## config.mk

```make
export PLATFORM = sky130hd
export DESIGN_NAME = merge_sorter
export DESIGN_NICKNAME = d
export VERILOG_FILES = /design/src/common/sorter_pkg.sv /design/src/chunk_sorter/chunk_sorter.sv /design/src/merge_engine/merge_engine.sv /design/src/sort_drain.sv /design/src/merge_sorter.sv
export VERILOG_INCLUDE_DIRS = /design/src /design/src/common
export SDC_FILE = /design/constraint.sdc
export NUM_CORES = 2
export LEC_CHECK = 0
export ABC_CLOCK_PERIOD_IN_PS = 9800
export BUFFER_PORTS_ARGS = -buffer_cell sky130_fd_sc_hd__buf_2
export CORE_AREA = 3 3 425 847
export CTS_CLUSTER_DIAMETER = 50
export CTS_CLUSTER_SIZE = 10
export DETAILED_ROUTE_END_ITERATION = 7
export DIE_AREA = 0 0 428 850
export MAX_ROUTING_LAYER = met4
export PLACE_DENSITY_LB_ADDON = 0.2
export RECOVER_POWER = 100
export SLEW_MARGIN = 5
export SYNTH_ARGS = -nofsm -noshare
export SYNTH_HDL_FRONTEND = slang
export SYNTH_SLANG_ARGS = --single-unit
```

## constraint.sdc

```tcl
create_clock -name clock -period 9.8 [get_ports clock]
set_clock_uncertainty 0.1 [all_clocks]
set_input_delay 1.96 -clock clock [delete_from_list [all_inputs] [get_ports clock]]
set_output_delay 1.96 -clock clock [all_outputs]
set_load 0.05 [all_outputs]
```

## src/common/sorter_macros.svh

```systemverilog
// Sorter macros: data width, maximum job length and base run size of the merge sorter
`ifndef SORTER_MACROS_SVH
`define SORTER_MACROS_SVH

// Width of one unsigned data word
`define SORT_DATA_WIDTH 16

// Longest job the banks can hold
`define SORT_MAX_LENGTH 32

// Length of a base run built by the chunk sorter
`define SORT_CHUNK_SIZE 8

`endif

```

## src/common/sorter_pkg.sv

```systemverilog
// Sorter package: word, length and index types, chunk and job structs, FSM state encodings
`include "sorter_macros.svh"

package sorter_pkg;

    // One data word
    typedef logic [`SORT_DATA_WIDTH-1:0] sort_data_t;

    // Job length, 0 up to the maximum length inclusive
    typedef logic [$clog2(`SORT_MAX_LENGTH+1)-1:0] sort_len_t;

    // Word position within a bank
    typedef logic [$clog2(`SORT_MAX_LENGTH)-1:0] sort_index_t;

    // Number of valid words in a chunk, 0 up to the chunk size
    typedef logic [$clog2(`SORT_CHUNK_SIZE+1)-1:0] chunk_count_t;

    // One sorted chunk, word 0 is the smallest
    typedef struct packed {
        sort_data_t [`SORT_CHUNK_SIZE-1:0] words;
        sort_index_t                       base;
        chunk_count_t                      count;
    } chunk_t;

    // Job information sent along with every chunk
    typedef struct packed {
        sort_len_t length;
        logic      final_chunk;
    } sort_job_t;

    typedef enum logic {
        CHUNK_IDLE,
        CHUNK_COLLECT
    } chunk_state_t;

    typedef enum logic [1:0] {
        MERGE_IDLE,
        MERGE_LOAD,
        MERGE_MERGE,
        MERGE_READY
    } merge_state_t;

endpackage

```

## src/chunk_sorter/chunk_sorter.sv

```systemverilog
// Chunk sorter: insertion-sorts incoming words into runs of up to eight and issues each run
`include "sorter_macros.svh"

module chunk_sorter (
    input  logic                  clock,
    input  logic                  arst_n,
    input  logic                  start,
    input  sorter_pkg::sort_len_t length,
    input  logic                  in_valid,
    input  sorter_pkg::sort_data_t in_data,
    input  logic                  job_done,
    output logic                  chunk_valid,
    output sorter_pkg::chunk_t    chunk,
    output sorter_pkg::sort_job_t job,
    output logic                  busy
);

    sorter_pkg::chunk_state_t state;
    sorter_pkg::sort_len_t    job_length;
    sorter_pkg::sort_len_t    word_count;
    sorter_pkg::sort_len_t    next_count;
    sorter_pkg::chunk_count_t fill;
    sorter_pkg::chunk_count_t next_fill;
    sorter_pkg::sort_index_t  chunk_base;

    sorter_pkg::sort_data_t [`SORT_CHUNK_SIZE-1:0] sorted_words;
    sorter_pkg::sort_data_t [`SORT_CHUNK_SIZE-1:0] inserted;
    logic [`SORT_CHUNK_SIZE-1:0] keep;

    logic accept;
    logic job_last;
    logic chunk_done;

    assign accept     = (state == sorter_pkg::CHUNK_COLLECT) && in_valid;
    assign next_count = word_count + 1'b1;
    assign next_fill  = fill + 1'b1;
    assign job_last   = (next_count == job_length);
    assign chunk_done = accept &&
        (job_last || next_fill == sorter_pkg::chunk_count_t'(`SORT_CHUNK_SIZE));

    // Compare-and-shift insertion. Entries that are not larger than the new
    // word stay put, so equal words keep their arrival order
    always_comb begin
        for (int i = 0; i < `SORT_CHUNK_SIZE; i++) begin
            keep[i] = (sorter_pkg::chunk_count_t'(i) < fill) && (sorted_words[i] <= in_data);
        end
        inserted[0] = keep[0] ? sorted_words[0] : in_data;
        for (int i = 1; i < `SORT_CHUNK_SIZE; i++) begin
            if (keep[i]) begin
                inserted[i] = sorted_words[i];
            end else if (keep[i-1]) begin
                inserted[i] = in_data;
            end else begin
                inserted[i] = sorted_words[i-1];
            end
        end
    end

    always_ff @(posedge clock or negedge arst_n) begin
        if (!arst_n) begin
            state       <= sorter_pkg::CHUNK_IDLE;
            busy        <= 1'b0;
            chunk_valid <= 1'b0;
            job_length  <= '0;
            word_count  <= '0;
            fill        <= '0;
            chunk_base  <= '0;
        end else begin
            chunk_valid <= 1'b0;
            if (job_done) begin
                busy <= 1'b0;
            end
            case (state)
                sorter_pkg::CHUNK_IDLE: begin
                    // A start while a job is still in flight is dropped
                    if (start && !busy && length != '0) begin
                        state      <= sorter_pkg::CHUNK_COLLECT;
                        busy       <= 1'b1;
                        job_length <= length;
                        word_count <= '0;
                        fill       <= '0;
                        chunk_base <= '0;
                    end
                end
                sorter_pkg::CHUNK_COLLECT: begin
                    if (accept) begin
                        word_count <= next_count;
                        fill       <= next_fill;
                        if (chunk_done) begin
                            chunk_valid <= 1'b1;
                            fill        <= '0;
                            chunk_base  <= chunk_base +
                                sorter_pkg::sort_index_t'(`SORT_CHUNK_SIZE);
                            if (job_last) begin
                                state <= sorter_pkg::CHUNK_IDLE;
                            end
                        end
                    end
                end
                default: state <= sorter_pkg::CHUNK_IDLE;
            endcase
        end
    end

    // The issued chunk takes the array including the word that completed it
    always_ff @(posedge clock) begin
        if (accept) begin
            sorted_words <= inserted;
        end
        if (chunk_done) begin
            chunk.words     <= inserted;
            chunk.base      <= chunk_base;
            chunk.count     <= next_fill;
            job.length      <= job_length;
            job.final_chunk <= job_last;
        end
    end

endmodule

```

## src/merge_engine/merge_engine.sv

```systemverilog
// Merge engine: stores sorted chunks and merges run pairs between two banks until one run is left
`include "sorter_macros.svh"

module merge_engine (
    input  logic                   clock,
    input  logic                   arst_n,
    input  logic                   chunk_valid,
    input  sorter_pkg::chunk_t     chunk,
    input  sorter_pkg::sort_job_t  job,
    input  sorter_pkg::sort_index_t rd_index,
    output sorter_pkg::sort_data_t rd_data,
    output logic                   result_ready,
    output sorter_pkg::sort_len_t  result_length
);

    // Bank 0 is bank A, where chunks land
    sorter_pkg::sort_data_t banks [2][`SORT_MAX_LENGTH];

    sorter_pkg::merge_state_t state;
    logic                     src_sel;
    logic                     dst_sel;
    logic                     pass_start;
    sorter_pkg::sort_len_t    job_length;
    sorter_pkg::sort_len_t    run_width;
    sorter_pkg::sort_len_t    next_width;

    // Read pointers and limits of the run pair being merged
    sorter_pkg::sort_len_t left_ptr;
    sorter_pkg::sort_len_t left_end;
    sorter_pkg::sort_len_t right_ptr;
    sorter_pkg::sort_len_t right_end;
    sorter_pkg::sort_len_t out_ptr;

    sorter_pkg::sort_len_t pair_base;
    sorter_pkg::sort_len_t mid_sum;
    sorter_pkg::sort_len_t top_sum;
    sorter_pkg::sort_len_t pair_mid;
    sorter_pkg::sort_len_t pair_top;

    sorter_pkg::sort_data_t left_head;
    sorter_pkg::sort_data_t right_head;
    sorter_pkg::sort_data_t merge_word;
    logic left_live;
    logic right_live;
    logic take_left;
    logic merge_write;
    logic pass_end;
    logic pair_end;

    assign dst_sel    = !src_sel;
    assign next_width = run_width << 1;

    assign left_head  = banks[src_sel][sorter_pkg::sort_index_t'(left_ptr)];
    assign right_head = banks[src_sel][sorter_pkg::sort_index_t'(right_ptr)];
    assign left_live  = left_ptr < left_end;
    assign right_live = right_ptr < right_end;
    // Ties go to the left run to keep the merge stable
    assign take_left  = left_live && (!right_live || left_head <= right_head);
    assign merge_word = take_left ? left_head : right_head;

    assign merge_write = (state == sorter_pkg::MERGE_MERGE) && !pass_start;
    assign pass_end    = (out_ptr + 1'b1 == job_length);
    assign pair_end    = (out_ptr + 1'b1 == right_end);

    // Limits of the next pair, clipped to the job length for short tail runs
    assign pair_base = pass_start ? '0 : right_end;
    assign mid_sum   = pair_base + run_width;
    assign top_sum   = pair_base + next_width;
    assign pair_mid  = (mid_sum < job_length) ? mid_sum : job_length;
    assign pair_top  = (top_sum < job_length) ? top_sum : job_length;

    assign result_length = job_length;

    always_ff @(posedge clock or negedge arst_n) begin
        if (!arst_n) begin
            state        <= sorter_pkg::MERGE_IDLE;
            src_sel      <= 1'b0;
            pass_start   <= 1'b0;
            job_length   <= '0;
            run_width    <= '0;
            left_ptr     <= '0;
            left_end     <= '0;
            right_ptr    <= '0;
            right_end    <= '0;
            out_ptr      <= '0;
            result_ready <= 1'b0;
        end else begin
            result_ready <= 1'b0;
            case (state)
                sorter_pkg::MERGE_MERGE: begin
                    if (pass_start) begin
                        pass_start <= 1'b0;
                        out_ptr    <= '0;
                        left_ptr   <= pair_base;
                        left_end   <= pair_mid;
                        right_ptr  <= pair_mid;
                        right_end  <= pair_top;
                    end else begin
                        out_ptr <= out_ptr + 1'b1;
                        if (take_left) begin
                            left_ptr <= left_ptr + 1'b1;
                        end else begin
                            right_ptr <= right_ptr + 1'b1;
                        end
                        if (pass_end) begin
                            src_sel   <= dst_sel;
                            run_width <= next_width;
                            if (next_width >= job_length) begin
                                state        <= sorter_pkg::MERGE_READY;
                                result_ready <= 1'b1;
                            end else begin
                                pass_start <= 1'b1;
                            end
                        end else if (pair_end) begin
                            left_ptr  <= pair_base;
                            left_end  <= pair_mid;
                            right_ptr <= pair_mid;
                            right_end <= pair_top;
                        end
                    end
                end
                default: begin
                    // Idle, load and ready all wait for chunks of the next job
                    if (chunk_valid) begin
                        state <= sorter_pkg::MERGE_LOAD;
                        if (job.final_chunk) begin
                            job_length <= job.length;
                            src_sel    <= 1'b0;
                            run_width  <= sorter_pkg::sort_len_t'(`SORT_CHUNK_SIZE);
                            if (job.length <= sorter_pkg::sort_len_t'(`SORT_CHUNK_SIZE)) begin
                                state        <= sorter_pkg::MERGE_READY;
                                result_ready <= 1'b1;
                            end else begin
                                state      <= sorter_pkg::MERGE_MERGE;
                                pass_start <= 1'b1;
                            end
                        end
                    end
                end
            endcase
        end
    end

    always_ff @(posedge clock) begin
        if (chunk_valid) begin
            for (int i = 0; i < `SORT_CHUNK_SIZE; i++) begin
                if (sorter_pkg::chunk_count_t'(i) < chunk.count) begin
                    banks[0][chunk.base + sorter_pkg::sort_index_t'(i)] <= chunk.words[i];
                end
            end
        end
        if (merge_write) begin
            banks[dst_sel][sorter_pkg::sort_index_t'(out_ptr)] <= merge_word;
        end
        rd_data <= banks[src_sel][rd_index];
    end

endmodule

```

## src/sort_drain.sv

```systemverilog
// Sort drain: streams the sorted bank out in order, flags the final word and pulses done
module sort_drain (
    input  logic                    clock,
    input  logic                    arst_n,
    input  logic                    result_ready,
    input  sorter_pkg::sort_len_t   result_length,
    input  sorter_pkg::sort_data_t  rd_data,
    output sorter_pkg::sort_index_t rd_index,
    output logic                    out_valid,
    output logic                    out_last,
    output logic                    done,
    output sorter_pkg::sort_data_t  out_data
);

    logic fetching;
    logic fetch;
    logic fetch_last;
    logic pending;
    logic pending_last;

    // Index 0 is already presented in the result_ready cycle
    assign fetch      = result_ready || fetching;
    assign fetch_last = (sorter_pkg::sort_len_t'(rd_index) + 1'b1 == result_length);

    always_ff @(posedge clock or negedge arst_n) begin
        if (!arst_n) begin
            rd_index     <= '0;
            fetching     <= 1'b0;
            pending      <= 1'b0;
            pending_last <= 1'b0;
            out_valid    <= 1'b0;
            out_last     <= 1'b0;
            done         <= 1'b0;
        end else begin
            pending      <= fetch;
            pending_last <= fetch && fetch_last;
            out_valid    <= pending;
            out_last     <= pending_last;
            done         <= out_last;
            if (fetch) begin
                if (fetch_last) begin
                    rd_index <= '0;
                    fetching <= 1'b0;
                end else begin
                    rd_index <= rd_index + 1'b1;
                    fetching <= 1'b1;
                end
            end
        end
    end

    always_ff @(posedge clock) begin
        out_data <= rd_data;
    end

endmodule

```

## src/merge_sorter.sv

```systemverilog
// Merge sorter top: chunk sorter, merge engine and drain connected into one streaming sorter
module merge_sorter (
    input  logic                   clock,
    input  logic                   arst_n,
    input  logic                   start,
    input  sorter_pkg::sort_len_t  length,
    input  logic                   in_valid,
    input  sorter_pkg::sort_data_t in_data,
    output logic                   out_valid,
    output sorter_pkg::sort_data_t out_data,
    output logic                   out_last,
    output logic                   done,
    output logic                   busy
);

    // Chunk path into the merge engine
    logic                  chunk_valid;
    sorter_pkg::chunk_t    chunk;
    sorter_pkg::sort_job_t job;

    // Result handoff and read port between engine and drain
    logic                    result_ready;
    sorter_pkg::sort_len_t   result_length;
    sorter_pkg::sort_index_t rd_index;
    sorter_pkg::sort_data_t  rd_data;

    chunk_sorter i_chunk_sorter (
        .clock       (clock),
        .arst_n      (arst_n),
        .start       (start),
        .length      (length),
        .in_valid    (in_valid),
        .in_data     (in_data),
        .job_done    (done),
        .chunk_valid (chunk_valid),
        .chunk       (chunk),
        .job         (job),
        .busy        (busy)
    );

    merge_engine i_merge_engine (
        .clock         (clock),
        .arst_n        (arst_n),
        .chunk_valid   (chunk_valid),
        .chunk         (chunk),
        .job           (job),
        .rd_index      (rd_index),
        .rd_data       (rd_data),
        .result_ready  (result_ready),
        .result_length (result_length)
    );

    // done also ends busy in the chunk sorter
    sort_drain i_sort_drain (
        .clock         (clock),
        .arst_n        (arst_n),
        .result_ready  (result_ready),
        .result_length (result_length),
        .rd_data       (rd_data),
        .rd_index      (rd_index),
        .out_valid     (out_valid),
        .out_last      (out_last),
        .done          (done),
        .out_data      (out_data)
    );

endmodule

```

* After elaboration in Yosys (flattened, before gate mapping)
Memory sizes are Yosys's and may differ from the RTL's.
Cells that the tools add are included.
Widths: inputs -> output; s select.
** Storage, ports and cells
- Register bits after elaboration :: 386
- Bits in writable memories :: 1024
- Input port bits :: 26
- Output and inout bits :: 20
- Word-level logic and storage cells :: 7498
- Memories kept :: 1
** Cells by class
- Add/subtract/negate cells :: 17
- Order comparisons :: 52
- Eq/ne operators :: 14
- Muxes and demuxes :: 3726
- Bitwise operators :: 3598
- Reduce and logical (&&, ||, !) cells :: 43
** Memories
- i_merge_engine.banks :: words 2, bits a word 512, read ports 1, clocked after Yosys merged registers in 0, write ports 2, RTL line merge_engine.sv:17 : sorter_pkg::sort_data_t banks [2][`SORT_MAX_LENGTH];
** Operators by type and width (number)
- $mux 512 :: 9
- $mux 1 :: 3632
- $or 1x1->1 :: 3584
- $demux 16 s5 :: 9
- $mux 16 :: 31
- $bmux 16 s5 :: 3
- $mux 6 :: 25
- $le 16x16->1 :: 9
- $ge 6x6->1 const B :: 12
- $not 5->6 :: 12
- $lt 6x1->1 const B :: 9
- $lt 3x4->1 const A :: 8
- $add 6x1->6 const B :: 4
- $eq 6x6->1 :: 4
- $logic_and 1x1->1 :: 24
- $lt 6x6->1 :: 4
- $add 5x3->5 const B :: 4
- $mux 5 :: 4
- $lt 1x4->1 const A :: 4
- $lt 2x4->1 const A :: 4
- $add 6x6->6 :: 2
- $mux 2 :: 6
- $mux 4 :: 3
- $pmux 6 s2 :: 1
- other kinds (22) :: 43

* Longest topological paths before layout
- Word-level depth :: 14
- Mapped depth :: 21
- Gate-level depth less buffers :: 14

* By module
A second synthesis with hierarchy kept.
** Second synthesis, totals
- Cells, all modules :: 10744
- Area total of the unflattened synthesis :: 113307.4 um^2
** By module, submodules not included
- merge_engine :: instances 1, cells an instance 9457, area each 97384.6 um^2, sequential area each 32170.9 um^2
- chunk_sorter :: instances 1, cells an instance 1215, area each 15031.9 um^2, sequential area each 8603.3 um^2
- sort_drain :: instances 1, cells an instance 72, area each 890.9 um^2, sequential area each 595.6 um^2

* Worst setup path before layout
Ideal clock, no wire load.
- Path type :: input -> register
- Start point :: input port in_valid
- End point :: register i_chunk_sorter.chunk[0] (netlist name)
- Setup time :: 644 ps
- Arrival :: 8092 ps
- Data required time :: 9056 ps
- Slack :: 964 ps
- Stages :: 3
- Buffers on the path :: 1
- Cell sequence :: nand2_1 clkbuf_1 nor2_1
** On the way
- Cells in the longest elaborated chain, start to end :: 2
** RTL lines
- start, declared :: RTL line merge_sorter.sv:7 : input logic in_valid,
- $logic_and 1x1->1 :: RTL line chunk_sorter.sv:34 : assign accept = (state == sorter_pkg::CHUNK_COLLECT) && in_valid;
- $logic_and 1x1->1 :: RTL line chunk_sorter.sv:38 : assign chunk_done = accept &&
- net i_chunk_sorter.chunk_done :: RTL line chunk_sorter.sv:32 : logic chunk_done;
The timed path passes the listed nets, and every way through them passes these cells.
A chain may end at the register's enable or synchronous reset.

==> results.cfg <==
[status]
status = finished, violations left
violations = capacitance limit, slew limit

[floorplan]
die_area_um2 = 364000
die_y_um = 850
start_util_pct = 24.9
rows = 309
die_w_um = 428
coreArea_um2 = 354000
ios = 46

[setup_path]
worstReg2RegStart = i_merge_engine.src_sel$_DFFE_PN0P_
crit_family = buffers and inverters
crit_path_start_kind = register
crit_chain = buf_12 > buf_12 > buf_4 > mux4_2 > o211ai_1 > buf_4 > o21ai_0 > nor4_1 > inv_1 > ha_1 > nor2b_1 > o21bai_1 > a21boi_0 > nor4b_1 > o21a_1 > mux2_1 > inv_1 > clkbuf_1
worstSetupEndpointType = register
reg2reg_depth = 18
critPathMaxFanout = 58
crit_type = register to register
max_stage_delay_ns = 1.02
crit_path_top_delay_cell = nor4_1
rrSetupSlack_ns = 0.77
cp_num_buf_inv = 7
r2r_end = i_merge_engine.banks[1][242]$_DFFE_PP_
required_ns = 10.17
cp_data_arrival_time_ns = 9.40

[route]
ant_nets = 0
dr_wl_met2_um = 249000
drt_iter0_markers = 7802
vias = 69500
wirelength_um = 506000
via_per_inst = 5.86
highest_layer = met4
met3RoutedLength_um = 33700
wl_per_cell_um = 42.7
route.detailed.drc = 0
wl_met1_um = 152000
firstDrtPassIters = 8

[synth]
synth.distinct_cells = 79
synth-xor-area-share_pct = 0.502
synth_compound_area_share_pct = 9.72
avgSynthCellArea_um2 = 12.4
syn-num-nets = 7301
synth_area_leaders = edfxtp_1 44%, mux4_2 16%, mux2_2 7.7%
ys.flop_type = edfxtp_1
synth-async-reset-ratio_pct = 5.42
yosys.area_share.simple_pct = 8.48
synth_fa_ha_area_share_pct = 2.52
ys_seq_area_share_pct = 46.9
synth_edf_count = 1293
postSynthCellCount = 7098
yosysTopAreaCell = edfxtp_1
synth.area.mux_share_pct = 28.3
syn-cell-area_um2 = 88200
ys_ff_latch = 1401
synth_top_family_by_area = multiplexers
yosysWarnings = 0
yosysTopAreaCellShare_pct = 44.0

[grt]
grt_overflow = 0
grt_use_total_pct = 27.9
grt_pass1_wl_um = 659000
grt_pass1_vias = 69200
grt_max_degree = 92
antenna_found_initial = 66

[place]
hpwlAfterDp_um = 352000
place_congestion = 1.04
io_buffers = 45
placed_cells = 11500

[clock_tree]
numCtsBuffers = 177
clock_latency_ns = 0.92
root_buffer = clkbuf_16
ctsHoldBuffers = 0
h-tree-depth = 4
cts_num_sinks = 1401
ctsResizeCount = 0
path_clk_slew_ns = 0.06
post_cts_buffers = 0
cts_tree = done
clock_path_buffers = 4

[sta]
drv_slew = 2165
period_needed_ns = 9.03
tns_ns = 0
setup_viol = 0
worst_slew_pin_slew_ns = 5.46
period_share_pct = 92.2
maxSlewHeadroom_pct = -268
finalHoldViolCount = 0
rsz0062_at_grt = false
max_freq_ghz = 0.111

[final_layout]
layout_common_cells = 1,293 x edfxtp_1, 1,027 x nand2_1, 647 x o21ai_0, 645 x mux4_2, 495 x mux2_2
stdcell_count = 11900
finish.net_count = 7242
area_delta_synth_final_pct = 13.1
layout_commonest_cell = edfxtp_1
nFillCells = 36400
drive_gt1_share_pct = 24.5

[power_and_ir_drop]
powerDensity_nw_per_um2 = 351
ir_worst_vdd_uv = 472
leakage_nw = 33.4

[hold_path]
min_to = i_sort_drain.out_data[9]$_DFF_P_
min_from = i_merge_engine.rd_data[9]$_DFF_P_
hold_path_class = register to register
hold_path_depth = 0

[job]
drv_cap = 101
how the worst max path moves through the flow:
stage	from	end	slack (ns)	cells after the start
after detailed placement	i_merge_engine.src_sel$_DFFE_PN0P_	i_merge_engine.banks[1][314]$_DFFE_PP_	1.32	19
after global routing	i_merge_engine.src_sel$_DFFE_PN0P_	i_merge_engine.banks[1][114]$_DFFE_PP_	0.52	18
after floorplan	in_valid	i_chunk_sorter.chunk[0]$_DFFE_PP_	0.96	3
after global placement	i_merge_engine.right_ptr[0]$_DFFE_PN0P_	i_merge_engine.banks[1][282]$_DFFE_PP_	0.97	17
after CTS	i_merge_engine.src_sel$_DFFE_PN0P_	i_merge_engine.banks[1][426]$_DFFE_PP_	1.29	19
final	i_merge_engine.src_sel$_DFFE_PN0P_	i_merge_engine.banks[1][242]$_DFFE_PP_	0.77	18
cells in the mapped netlist (all sizes together), types with 6 or more instances:
cell type     n
edfxtp     1293
nand2      1038
o21ai       659
mux4        645
mux2        604
clkbuf      473
mux2i       366
nor2        197
ha          176
buf         170
a21oi       158
nor3        132
o211ai      119
o22ai       116
a22oi       104
inv         104
dfrtp        76
nand4        74
nor2b        54
nor4         52
nand3        51
a311o        49
dfxtp        32
a211oi       30
and3         25
o21a         25
xnor2        24
a21o         21
a22o         20
and2         20
nand2b       19
a31oi        17
o211a        15
or2          14
o31ai        11
nand3b       10
nor3b         9
o2111ai       8
xnor3         8
or3           7
a221o         6
xor2          6
registers in the layout (all words and copies together), names as in the netlist, 7 cells and up:
signal                       cells
i_chunk_sorter.chunk           134
i_chunk_sorter.job               7
i_chunk_sorter.sorted_words    128
i_merge_engine.banks          1024
i_merge_engine.rd_data          16
i_sort_drain.out_data           16
logic make-up (layout without fill, tap and decap cells):
group,after synthesis,in the layout
simple gates,1716,1716
mux,1615,1615
flops,1401,1401
compound gates,1400,1400
buf+inv,751,767
fa+ha+maj,177,177
xor+xnor,38,38
other cells,0,80
layer usage:
| layer | vias to the layer above | global-route usage [%] |
|---|---|---|
| met3 | 1823 | 4.88 |
| met2 | 4215 | 46.7 |
| met1 | 35700 | 25.6 |
| met4 | 0 | 30.8 |
| met5 | - | - |
| li1 | 27700 | - |
worst reg2reg max path, delay by kind of cell (launching register included):
kind	cells	cell delay [ns]
buffers and inverters	7	2.86
AOI/OAI and AO/OA	5	1.54
and+or+nand+nor	3	1.52
muxes	2	1.39
DFF	1	0.81
adders and majority gates	1	0.36
cell type report:
class | instances | area, um^2 | area share [%]
inverter | 108 | 412 | 0.413
sequential | 1401 | 41400 | 41.5
clock inverter | 26 | 250 | 0.251
timing repair buffer | 405 | 2740 | 2.74
antenna | 80 | 200 | 0.201
clock buffer | 228 | 4790 | 4.80
tap | 4665 | 5840 | 5.85
multi-input combinational | 4946 | 44100 | 44.2
where the power goes:
part | internal (mW) | total [mW] | switching (mW)
registers | 9.20 | 10.2 | 1.03
logic | 5.47 | 18.5 | 13.0
clock network | 3.49 | 6.27 | 2.78
metrics by stage:
step                setup WS (ns)  hold slack [ns]  total power [mW]  utilization (%)  cell area [um^2]
detailed placement           1.32            0.216              28.7             26.9             95100
CTS                          1.29            0.222              35.0             28.3            100000
floorplan                   0.964            0.210              19.8                -             88200
global placement            0.965            0.211              28.5             26.9             95100
global route                0.524            0.238              35.9             28.2             99700
finish                      0.767            0.220              35.0             28.2             99800
Note: power is estimated with default switching activity, not from simulation.
